[src/rtl/xdma_macros.svh]
// ==========================================================
// DMA issue controller macros.
// Opcodes, func3 codes, widths and front-end register map.
// ==========================================================

`ifndef XDMA_MACROS_SVH
`define XDMA_MACROS_SVH

// ==========================================================
// widths
// ==========================================================
`define XDMA_DATA_W 32  // register and operand width.
`define XDMA_ADDR_W 32  // register bus address width.

// ==========================================================
// custom instruction encodings
// ==========================================================
`define XDMA_CONF_OPCODE 7'b1011011  // custom-2 space.
`define XDMA_SET_OPCODE  7'b1111011  // custom-3 space.

// SET sub-operations, selected by func3.
`define XDMA_SET_DA_F3 3'd0
`define XDMA_SET_SA_F3 3'd1
`define XDMA_SET_L_F3  3'd2
`define XDMA_SET_S_F3  3'd7

// ==========================================================
// front-end register offsets
// ==========================================================
`define XDMA_REG_CONF_OFF    `XDMA_ADDR_W'('h000)
`define XDMA_REG_DST_OFF     `XDMA_ADDR_W'('h008)
`define XDMA_REG_SRC_OFF     `XDMA_ADDR_W'('h010)
`define XDMA_REG_LEN_OFF     `XDMA_ADDR_W'('h018)
`define XDMA_REG_NEXT_ID_OFF `XDMA_ADDR_W'('h044)  // read launches a job.

`endif

[src/rtl/xdma_pkg.sv]
// ==========================================================
// DMA issue controller types.
// Instruction formats, config register index, FSM states.
// ==========================================================

package xdma_pkg;

  // ==========================================================
  // instruction word
  // ==========================================================

  // option payload of CONF, bits 31:7 of the instruction.
  typedef struct packed {
    logic        direction;        // 1 selects the reverse path.
    logic        decouple_r_aw;
    logic        decouple_r_w;
    logic        src_reduce;
    logic        dst_reduce;
    logic [2:0]  src_max_log_len;
    logic [2:0]  dst_max_log_len;
    logic [13:0] reserved;
  } xdma_conf_payload_t;

  typedef struct packed {
    xdma_conf_payload_t payload;
    logic [6:0]         opcode;
  } xdma_conf_instr_t;

  // standard R-type layout.
  typedef struct packed {
    logic [6:0] funct7;
    logic [4:0] rs2;
    logic [4:0] rs1;
    logic [2:0] func3;
    logic [4:0] rd;
    logic [6:0] opcode;
  } xdma_set_instr_t;

  // one issued word, seen either as CONF or as SET.
  // the opcode sits in the low 7 bits of both views.
  typedef union packed {
    xdma_conf_instr_t conf;
    xdma_set_instr_t  set;
  } xdma_instr_u;

  // ==========================================================
  // config registers and sequencer
  // ==========================================================

  typedef enum logic [1:0] {
    CFG_CONF = 2'd0,
    CFG_DST  = 2'd1,
    CFG_SRC  = 2'd2,
    CFG_LEN  = 2'd3
  } xdma_cfg_idx_e;

  typedef enum logic [2:0] {
    IDLE    = 3'd0,
    WR_CONF = 3'd1,
    WR_DST  = 3'd2,
    WR_SRC  = 3'd3,
    WR_LEN  = 3'd4,
    LAUNCH  = 3'd5,  // next-ID read starts the job.
    POLL    = 3'd6,
    DONE    = 3'd7
  } xdma_fe_state_e;

endpackage

[src/rtl/xdma_cfg_regfile.sv]
// ==========================================================
// DMA config register file.
// Conf, destination, source and length words.
// ==========================================================

`include "xdma_macros.svh"

module xdma_cfg_regfile (
  input  logic                    clk_cfg_g,
  input  logic                    rst_ni,
  input  logic                    clear_i,
  input  logic                    cfg_we_i,
  input  xdma_pkg::xdma_cfg_idx_e cfg_idx_i,
  input  logic [`XDMA_DATA_W-1:0] cfg_wdata_i,
  output logic [`XDMA_DATA_W-1:0] conf_o,
  output logic [`XDMA_DATA_W-1:0] dst_addr_o,
  output logic [`XDMA_DATA_W-1:0] src_addr_o,
  output logic [`XDMA_DATA_W-1:0] len_o,
  output logic                    direction_o
);

  import xdma_pkg::*;

  logic [`XDMA_DATA_W-1:0] conf_q, dst_addr_q, src_addr_q, len_q;
  xdma_conf_payload_t      conf_fields;

  always_ff @(posedge clk_cfg_g or negedge rst_ni) begin : cfg_regs
    if (!rst_ni) begin
      conf_q     <= '0;
      dst_addr_q <= '0;
      src_addr_q <= '0;
      len_q      <= '0;
    end else if (clear_i) begin
      conf_q     <= '0;
      dst_addr_q <= '0;
      src_addr_q <= '0;
      len_q      <= '0;
    end else if (cfg_we_i) begin
      case (cfg_idx_i)
        CFG_CONF: conf_q     <= cfg_wdata_i;
        CFG_DST:  dst_addr_q <= cfg_wdata_i;
        CFG_SRC:  src_addr_q <= cfg_wdata_i;
        default:  len_q      <= cfg_wdata_i;
      endcase
    end
  end

  assign conf_o     = conf_q;
  assign dst_addr_o = dst_addr_q;
  assign src_addr_o = src_addr_q;
  assign len_o      = len_q;

  // stored conf is the right-aligned CONF payload.
  assign conf_fields = xdma_conf_payload_t'(conf_q[$bits(xdma_conf_payload_t)-1:0]);
  assign direction_o = conf_fields.direction;

endmodule

[src/rtl/xdma_fe_sequencer.sv]
// ==========================================================
// DMA front-end sequencer.
// Programs the front end over the register bus, launches
// the job and polls the next-ID register until it moves on.
// ==========================================================

`include "xdma_macros.svh"

module xdma_fe_sequencer (
  input  logic                    clk_cfg_g,
  input  logic                    rst_ni,
  input  logic                    clear_i,
  input  logic                    start_req_i,
  input  logic [`XDMA_DATA_W-1:0] conf_i,
  input  logic [`XDMA_DATA_W-1:0] dst_addr_i,
  input  logic [`XDMA_DATA_W-1:0] src_addr_i,
  input  logic [`XDMA_DATA_W-1:0] len_i,
  input  logic                    reg_ready_i,
  input  logic [`XDMA_DATA_W-1:0] reg_rdata_i,
  input  logic                    reg_error_i,
  output logic                    seq_idle_o,
  output logic                    reg_valid_o,
  output logic                    reg_write_o,
  output logic [`XDMA_ADDR_W-1:0] reg_addr_o,
  output logic [`XDMA_DATA_W-1:0] reg_wdata_o,
  output logic                    start_o,
  output logic                    busy_o,
  output logic                    done_o,
  output logic                    error_o
);

  import xdma_pkg::*;

  xdma_fe_state_e          state_q, state_d;
  logic [`XDMA_DATA_W-1:0] next_id_q;  // ID returned by the launch read.
  logic                    bus_err;
  logic                    id_err;
  logic                    id_capture;

  // ==========================================================
  // register bus request
  // ==========================================================

  always_comb begin : bus_request
    reg_valid_o = 1'b1;
    reg_write_o = 1'b1;
    reg_addr_o  = `XDMA_REG_NEXT_ID_OFF;
    reg_wdata_o = '0;
    case (state_q)
      WR_CONF: begin
        reg_addr_o  = `XDMA_REG_CONF_OFF;
        reg_wdata_o = conf_i;
      end
      WR_DST: begin
        reg_addr_o  = `XDMA_REG_DST_OFF;
        reg_wdata_o = dst_addr_i;
      end
      WR_SRC: begin
        reg_addr_o  = `XDMA_REG_SRC_OFF;
        reg_wdata_o = src_addr_i;
      end
      WR_LEN: begin
        reg_addr_o  = `XDMA_REG_LEN_OFF;
        reg_wdata_o = len_i;
      end
      LAUNCH, POLL: reg_write_o = 1'b0;  // next-ID reads.
      default: begin
        reg_valid_o = 1'b0;
        reg_write_o = 1'b0;
      end
    endcase
  end

  // ==========================================================
  // errors and state transitions
  // ==========================================================

  assign bus_err = reg_valid_o & reg_error_i;
  // a zero ID means the front end refused the job.
  assign id_err  = (state_q == LAUNCH) & reg_ready_i & (reg_rdata_i == '0);
  assign error_o = bus_err | id_err;

  always_comb begin : next_state
    state_d = state_q;
    case (state_q)
      IDLE:    if (start_req_i) state_d = WR_CONF;
      WR_CONF: if (reg_ready_i) state_d = WR_DST;
      WR_DST:  if (reg_ready_i) state_d = WR_SRC;
      WR_SRC:  if (reg_ready_i) state_d = WR_LEN;
      WR_LEN:  if (reg_ready_i) state_d = LAUNCH;
      LAUNCH:  if (reg_ready_i) state_d = POLL;
      POLL: begin
        if (reg_ready_i && (reg_rdata_i != next_id_q)) begin
          state_d = DONE;  // job retired.
        end
      end
      default: state_d = IDLE;  // DONE lasts one cycle.
    endcase
    if (error_o) begin
      state_d = IDLE;
    end
  end

  always_ff @(posedge clk_cfg_g or negedge rst_ni) begin : state_reg
    if (!rst_ni) begin
      state_q <= IDLE;
    end else if (clear_i) begin
      state_q <= IDLE;
    end else begin
      state_q <= state_d;
    end
  end

  // ==========================================================
  // launched ID
  // ==========================================================

  assign id_capture = (state_q == LAUNCH) & reg_ready_i & ~error_o;

  always_ff @(posedge clk_cfg_g or negedge rst_ni) begin : id_reg
    if (!rst_ni) begin
      next_id_q <= '0;
    end else if (clear_i) begin
      next_id_q <= '0;
    end else if (id_capture) begin
      next_id_q <= reg_rdata_i;
    end
  end

  // ==========================================================
  // status
  // ==========================================================

  assign seq_idle_o = (state_q == IDLE);
  assign start_o    = (state_q == LAUNCH);
  assign busy_o     = (state_q == POLL);
  assign done_o     = (state_q == DONE);

endmodule

[src/rtl/xdma_issue_decoder.sv]
// ==========================================================
// DMA issue decoder.
// Accepts CONF and SET from the CPU issue port and turns
// them into config writes or a start request.
// ==========================================================

`include "xdma_macros.svh"

module xdma_issue_decoder (
  input  logic                    issue_valid_i,
  input  xdma_pkg::xdma_instr_u   instr_i,
  input  logic [`XDMA_DATA_W-1:0] rs0_i,
  input  logic                    rs_valid_i,
  input  logic                    seq_idle_i,
  output logic                    issue_ready_o,
  output logic                    accept_o,
  output logic                    cfg_we_o,
  output xdma_pkg::xdma_cfg_idx_e cfg_idx_o,
  output logic [`XDMA_DATA_W-1:0] cfg_wdata_o,
  output logic                    start_req_o
);

  import xdma_pkg::*;

  logic [6:0]    opcode;
  logic [2:0]    func3;
  logic          is_conf;
  logic          is_set;
  logic          set_operand;  // SET form that loads rs0.
  logic          set_start;
  xdma_cfg_idx_e set_idx;
  logic          issue_fire;

  // ==========================================================
  // opcode and func3
  // ==========================================================

  assign opcode  = instr_i.set.opcode;  // same bits in both views.
  assign func3   = instr_i.set.func3;
  assign is_conf = (opcode == `XDMA_CONF_OPCODE);
  assign is_set  = (opcode == `XDMA_SET_OPCODE);

  always_comb begin : set_decode
    set_operand = 1'b0;
    set_start   = 1'b0;
    set_idx     = CFG_DST;
    case (func3)
      `XDMA_SET_DA_F3: begin
        set_operand = 1'b1;
        set_idx     = CFG_DST;
      end
      `XDMA_SET_SA_F3: begin
        set_operand = 1'b1;
        set_idx     = CFG_SRC;
      end
      `XDMA_SET_L_F3: begin
        set_operand = 1'b1;
        set_idx     = CFG_LEN;
      end
      `XDMA_SET_S_F3: set_start = 1'b1;
      // old 2-D forms fall through and are taken as no-ops.
      default: ;
    endcase
  end

  // ==========================================================
  // handshake
  // ==========================================================

  // operand forms also wait for rs0.
  assign issue_ready_o = seq_idle_i &
                         (is_conf | (is_set & (~set_operand | rs_valid_i)));
  assign accept_o      = issue_ready_o;
  assign issue_fire    = issue_valid_i & issue_ready_o;

  // ==========================================================
  // config write and start
  // ==========================================================

  assign cfg_we_o    = issue_fire & (is_conf | (is_set & set_operand));
  assign cfg_idx_o   = is_conf ? CFG_CONF : set_idx;
  assign cfg_wdata_o = is_conf ? `XDMA_DATA_W'(instr_i.conf.payload)  // payload right-aligned.
                               : rs0_i;
  assign start_req_o = issue_fire & is_set & set_start;

endmodule

[src/rtl/xdma_xif_ctrl.sv]
// ==========================================================
// DMA coprocessor controller top.
// Issue decoder, config registers and front-end sequencer.
// ==========================================================

`include "xdma_macros.svh"

module xdma_xif_ctrl (
  input  logic                    clk_cfg_g,
  input  logic                    rst_ni,
  input  logic                    clear_i,
  // CPU issue port.
  input  logic                    issue_valid_i,
  input  xdma_pkg::xdma_instr_u   instr_i,
  input  logic [`XDMA_DATA_W-1:0] rs0_i,
  input  logic                    rs_valid_i,
  output logic                    issue_ready_o,
  output logic                    accept_o,
  // front-end register bus.
  output logic                    reg_valid_o,
  output logic                    reg_write_o,
  output logic [`XDMA_ADDR_W-1:0] reg_addr_o,
  output logic [`XDMA_DATA_W-1:0] reg_wdata_o,
  input  logic                    reg_ready_i,
  input  logic [`XDMA_DATA_W-1:0] reg_rdata_i,
  input  logic                    reg_error_i,
  // transfer status.
  output logic                    direction_o,
  output logic                    start_o,
  output logic                    busy_o,
  output logic                    done_o,
  output logic                    error_o
);

  import xdma_pkg::*;

  logic                    cfg_we;
  xdma_cfg_idx_e           cfg_idx;
  logic [`XDMA_DATA_W-1:0] cfg_wdata;
  logic                    start_req;
  logic                    seq_idle;
  logic [`XDMA_DATA_W-1:0] conf, dst_addr, src_addr, len;

  xdma_issue_decoder u_issue_decoder (
    .issue_valid_i (issue_valid_i),
    .instr_i       (instr_i),
    .rs0_i         (rs0_i),
    .rs_valid_i    (rs_valid_i),
    .seq_idle_i    (seq_idle),
    .issue_ready_o (issue_ready_o),
    .accept_o      (accept_o),
    .cfg_we_o      (cfg_we),
    .cfg_idx_o     (cfg_idx),
    .cfg_wdata_o   (cfg_wdata),
    .start_req_o   (start_req)
  );

  xdma_cfg_regfile u_cfg_regfile (
    .clk_cfg_g   (clk_cfg_g),
    .rst_ni      (rst_ni),
    .clear_i     (clear_i),
    .cfg_we_i    (cfg_we),
    .cfg_idx_i   (cfg_idx),
    .cfg_wdata_i (cfg_wdata),
    .conf_o      (conf),
    .dst_addr_o  (dst_addr),
    .src_addr_o  (src_addr),
    .len_o       (len),
    .direction_o (direction_o)
  );

  xdma_fe_sequencer u_fe_sequencer (
    .clk_cfg_g   (clk_cfg_g),
    .rst_ni      (rst_ni),
    .clear_i     (clear_i),
    .start_req_i (start_req),
    .conf_i      (conf),
    .dst_addr_i  (dst_addr),
    .src_addr_i  (src_addr),
    .len_i       (len),
    .reg_ready_i (reg_ready_i),
    .reg_rdata_i (reg_rdata_i),
    .reg_error_i (reg_error_i),
    .seq_idle_o  (seq_idle),
    .reg_valid_o (reg_valid_o),
    .reg_write_o (reg_write_o),
    .reg_addr_o  (reg_addr_o),
    .reg_wdata_o (reg_wdata_o),
    .start_o     (start_o),
    .busy_o      (busy_o),
    .done_o      (done_o),
    .error_o     (error_o)
  );

endmodule

[config.mk]
export PLATFORM = sky130hd
export DESIGN_NAME = xdma_xif_ctrl
export DESIGN_NICKNAME = d
export VERILOG_FILES = /design/src/rtl/xdma_pkg.sv /design/src/rtl/xdma_cfg_regfile.sv /design/src/rtl/xdma_fe_sequencer.sv /design/src/rtl/xdma_issue_decoder.sv /design/src/rtl/xdma_xif_ctrl.sv
export VERILOG_INCLUDE_DIRS = /design/src /design/src/rtl
export SDC_FILE = /design/constraint.sdc
export NUM_CORES = 1
export LEC_CHECK = 0
export ABC_AREA = 1
export BUFFER_PORTS_ARGS = -buffer_cell sky130_fd_sc_hd__buf_2
export CORE_UTILIZATION = 61
export DETAILED_ROUTE_END_ITERATION = 7
export PLACE_DENSITY = 0.92
export SETUP_SLACK_MARGIN = 0.1
export SLEW_MARGIN = 30
export SYNTH_ARGS = -nofsm -noshare
export SYNTH_HDL_FRONTEND = slang
export SYNTH_HIERARCHICAL = 1
export SYNTH_SLANG_ARGS = --single-unit
export TNS_END_PERCENT = 20
[constraint.sdc]
create_clock -name clk_cfg_g -period 5.12 [get_ports clk_cfg_g]
set_input_delay 0.512 -clock clk_cfg_g [delete_from_list [all_inputs] [get_ports clk_cfg_g]]
set_output_delay 0.512 -clock clk_cfg_g [all_outputs]
set_load 0.02 [all_outputs]
==> results.yml <==
sta:
  max_slew_margin_pct: 30.09
  max_freq_ghz: 0.3029
  layout_min_cycle_time_ns: 3.302
  finalSetupViolations: 0
  timing.final.crit_share_pct: 64.48
  unrepaired_setup_endpoints_after_global_routing: "false"
  worst-slew-pin-transition_ns: 1.046
  hold_violations: 0
  report.final.slew_viol_count: 0
  skew_ns: 0.01100
  postLayoutSetupSlackWorst_ns: 1.818
  tns_ns: 0
critical_path:
  critPathKind: "in -> reg"
  endpoint_kind: "flip-flop"
  worstPathRequired_ns: 5.48
  arrival_ns: 3.67
  worstSetupStartpointType: "input port"
  timing.critical_path.fanout_max: 32
floorplan:
  num_io_pins: 176
  initial_utilization_pct: 62.57
  fp.dieH_um: 127.1
  horiz_die_dim_um: 127.1
  core.rowCount: 45
  design.die.area_um2: 16150
  core-area_um2: 15260
placed_design:
  post-place-ws_ns: 1.507
  io_buffers: 147
  globalplace.congestion: 0.8791
  dpl.hpwl_mm: 16.38
  detailed_place.area_um2: 10110
  numPlacedInstances: 1618
global_route:
  number_of_antenna_violations_at_the_first_check_in_global_routing: 0
  grt.overflow.total: 0
  grt_use_total_pct: 34.56
  number_of_global_route_vias_before_repair: 9146
  grt_max_degree: 118
  grt_first_pass_wirelength_mm: 43.76
clock_tree:
  cts.repair.resized: 0
  clock-root-buffer: "clkbuf_16"
  cts_setup_buffers: 0
  cts_sinks: 163
  cts_max_level: 4
  cts_tree: "built"
  clock_insertion_delay_worst_skew_ns: 0.43
  clk_pin_slew_worst_paths_ns: 0.07
  cts-root-to-sink-buffers: 2
  cts_made_buffers: 17
finish:
  area.growth.synth_to_final_pct: 12.87
  final_cell_count_without_fillers: 1653
  final_layout_size_suffix_gt1_share_pct: 17.97
  layout.cells.most_common_list: "nand2_1, nand3_1, dfrtp_1"
  final_nets: 1535
  layout.cells.most_common: "nand2_1"
  stdcell_area_um2: 10780
routing:
  drt-total-wl_mm: 27.28
  dr.first_iter.drc_count: 1239
  drc: 0
  wl_per_cell_um: 16.50
  postRouteAntennaNets: 0
  first_pass_iters: 6
  via_per_inst: 5.826
  detailroute.via_count: 9631
synthesis:
  synthDominantCellAreaShare_pct: 42.73
  synth_seq_cells: 163
  netlist_area_um2: 9547
  ys_seq_area_share_pct: 42.73
  cell_taking_the_most_area_after_synthesis: "dfrtp_1"
  netlist-cell-type-count: 36
  average_cell_area_after_synthesis_um2: 7.173
  synth-warning-count: 6
  number_of_cells_produced_by_synthesis: 1331
  synth.area.top_cells: "dfrtp_1, nand2_1, nand3_1"
power_and_ir_drop:
  power_density_nw_per_um2: 307.0
  power.leakage_nw: 6.131
  irDropWorstVdd_mv: 0.2672
min_path:
  worst_hold_path_type: "in -> reg"
job:
  maxCapViolations: 0
status:
  result_of_the_run: "finished, final reports clean"
-- registers in the layout (all words and copies together), names as in the netlist --
name	count
u_fe_sequencer/state_q	3
u_cfg_regfile/src_addr_o	32
u_cfg_regfile/len_o	32
u_cfg_regfile/conf_o	32
u_fe_sequencer/next_id_q	32
u_cfg_regfile/dst_addr_o	32
-- cell families after synthesis --
logic type / synth area share [%]
simple gates: 43.20
xor+xnor: 0.7340
fa+ha+maj: 0.5243
flops: 42.73
other cells: 0.03928
buf+inv: 11.53
compound gates: 1.245
-- worst max-delay path, cell delays in order --
cell	delay, ns
buf_2	0.10
nor2_2	0.12
nand3_2	0.56
inv_2	0.74
nor2_1	0.26
nor2_2	0.74
buf_4	0.39
nand3_1	0.13
nand2_1	0.10
-- layout make-up --
type                       instances  area (um^2)
multi-input combinational        969         4491
fill                            1185         4483
sequential                       163         4079
timing repair buffer             162        880.8
inverter                         115        436.7
clock buffer                      17        425.4
tap                              211        264.0
clock inverter                    15        196.4
antenna                            1        2.502
-- repair_timing --
| item | 4_1_cts | 5_1_grt |
|---|---|---|
| endpoints found under the setup margin | 0 | 0 |
| hold buffers | 0 | 1 |
| hold endpoints to repair | 0 | 29 |
-- metal layers --
| metal | vias to the layer above | global-route usage (%) | wire length, um |
|---|---|---|---|
| li1 | 4351 | - | - |
| met3 | 145 | 7.454 | 3069 |
| met4 | 0 | 18.42 | 1177 |
| met5 | - | 0 | 0 |
| met1 | 4396 | 42.40 | 9741 |
| met2 | 739 | 57.47 | 13290 |
-- path summary, 6_finish.rpt --
check | depth (start not counted) | start | slack (ns) | endpoint
max in group asynchronous | 4 | rst_ni | 3.22 | u_cfg_regfile/conf_o[21]$_DFFE_PN0P_
min in group asynchronous | 2 | rst_ni | 0.52 | u_fe_sequencer/next_id_q[0]$_DFFE_PN0P_
hold reg to reg | 2 | u_cfg_regfile/dst_addr_o[27]$_DFFE_PN0P_ | 0.50 | u_cfg_regfile/dst_addr_o[27]$_DFFE_PN0P_
setup reg to reg | 12 | u_fe_sequencer/state_q[0]$_DFFE_PN0P_ | 2.17 | u_cfg_regfile/dst_addr_o[2]$_DFFE_PN0P_
hold / removal | 3 | reg_rdata_i[2] | 0.32 | u_fe_sequencer/next_id_q[2]$_DFFE_PN0P_
setup / recovery | 9 | instr_i[2] | 1.82 | u_cfg_regfile/src_addr_o[1]$_DFFE_PN0P_
-- where the power goes --
| part | total (mW) | switching, mW | internal [mW] |
|---|---|---|---|
| Combinational | 0.611 | 0.437 | 0.174 |
| Clock | 1.35 | 0.569 | 0.782 |
| Sequential | 1.35 | 0.0281 | 1.32 |
| Total | 3.31 | 1.03 | 2.27 |
-- cell usage after synthesis (all sizes together) --
library cell and number:
nand3 272, nand4 38, xor2 1, ha 4
nor3 4, nand2 512, clkinv 1, inv 114
a21oi 3, nor2 84, a21boi 1, o211ai 1
xnor2 7, nor4 2, or2 1, o21bai 1
clkbuf 33, o21ai 10, buf 78, dfrtp 163
conb 1
-- metrics by stage --
| stage | util, % | power, mW | hold WS, ns |
|---|---|---|---|
| CTS | 70.36 | 3.297 | 0.1918 |
| floorplan | - | 1.772 | 0.2164 |
| finish | 70.62 | 3.308 | 0.3243 |
| global route | 70.60 | 3.432 | 0.3172 |
| global placement | 66.19 | 1.944 | 0.4844 |
| detailed placement | 66.28 | 1.960 | 0.4879 |
Note: power is estimated with default switching activity, not from simulation.
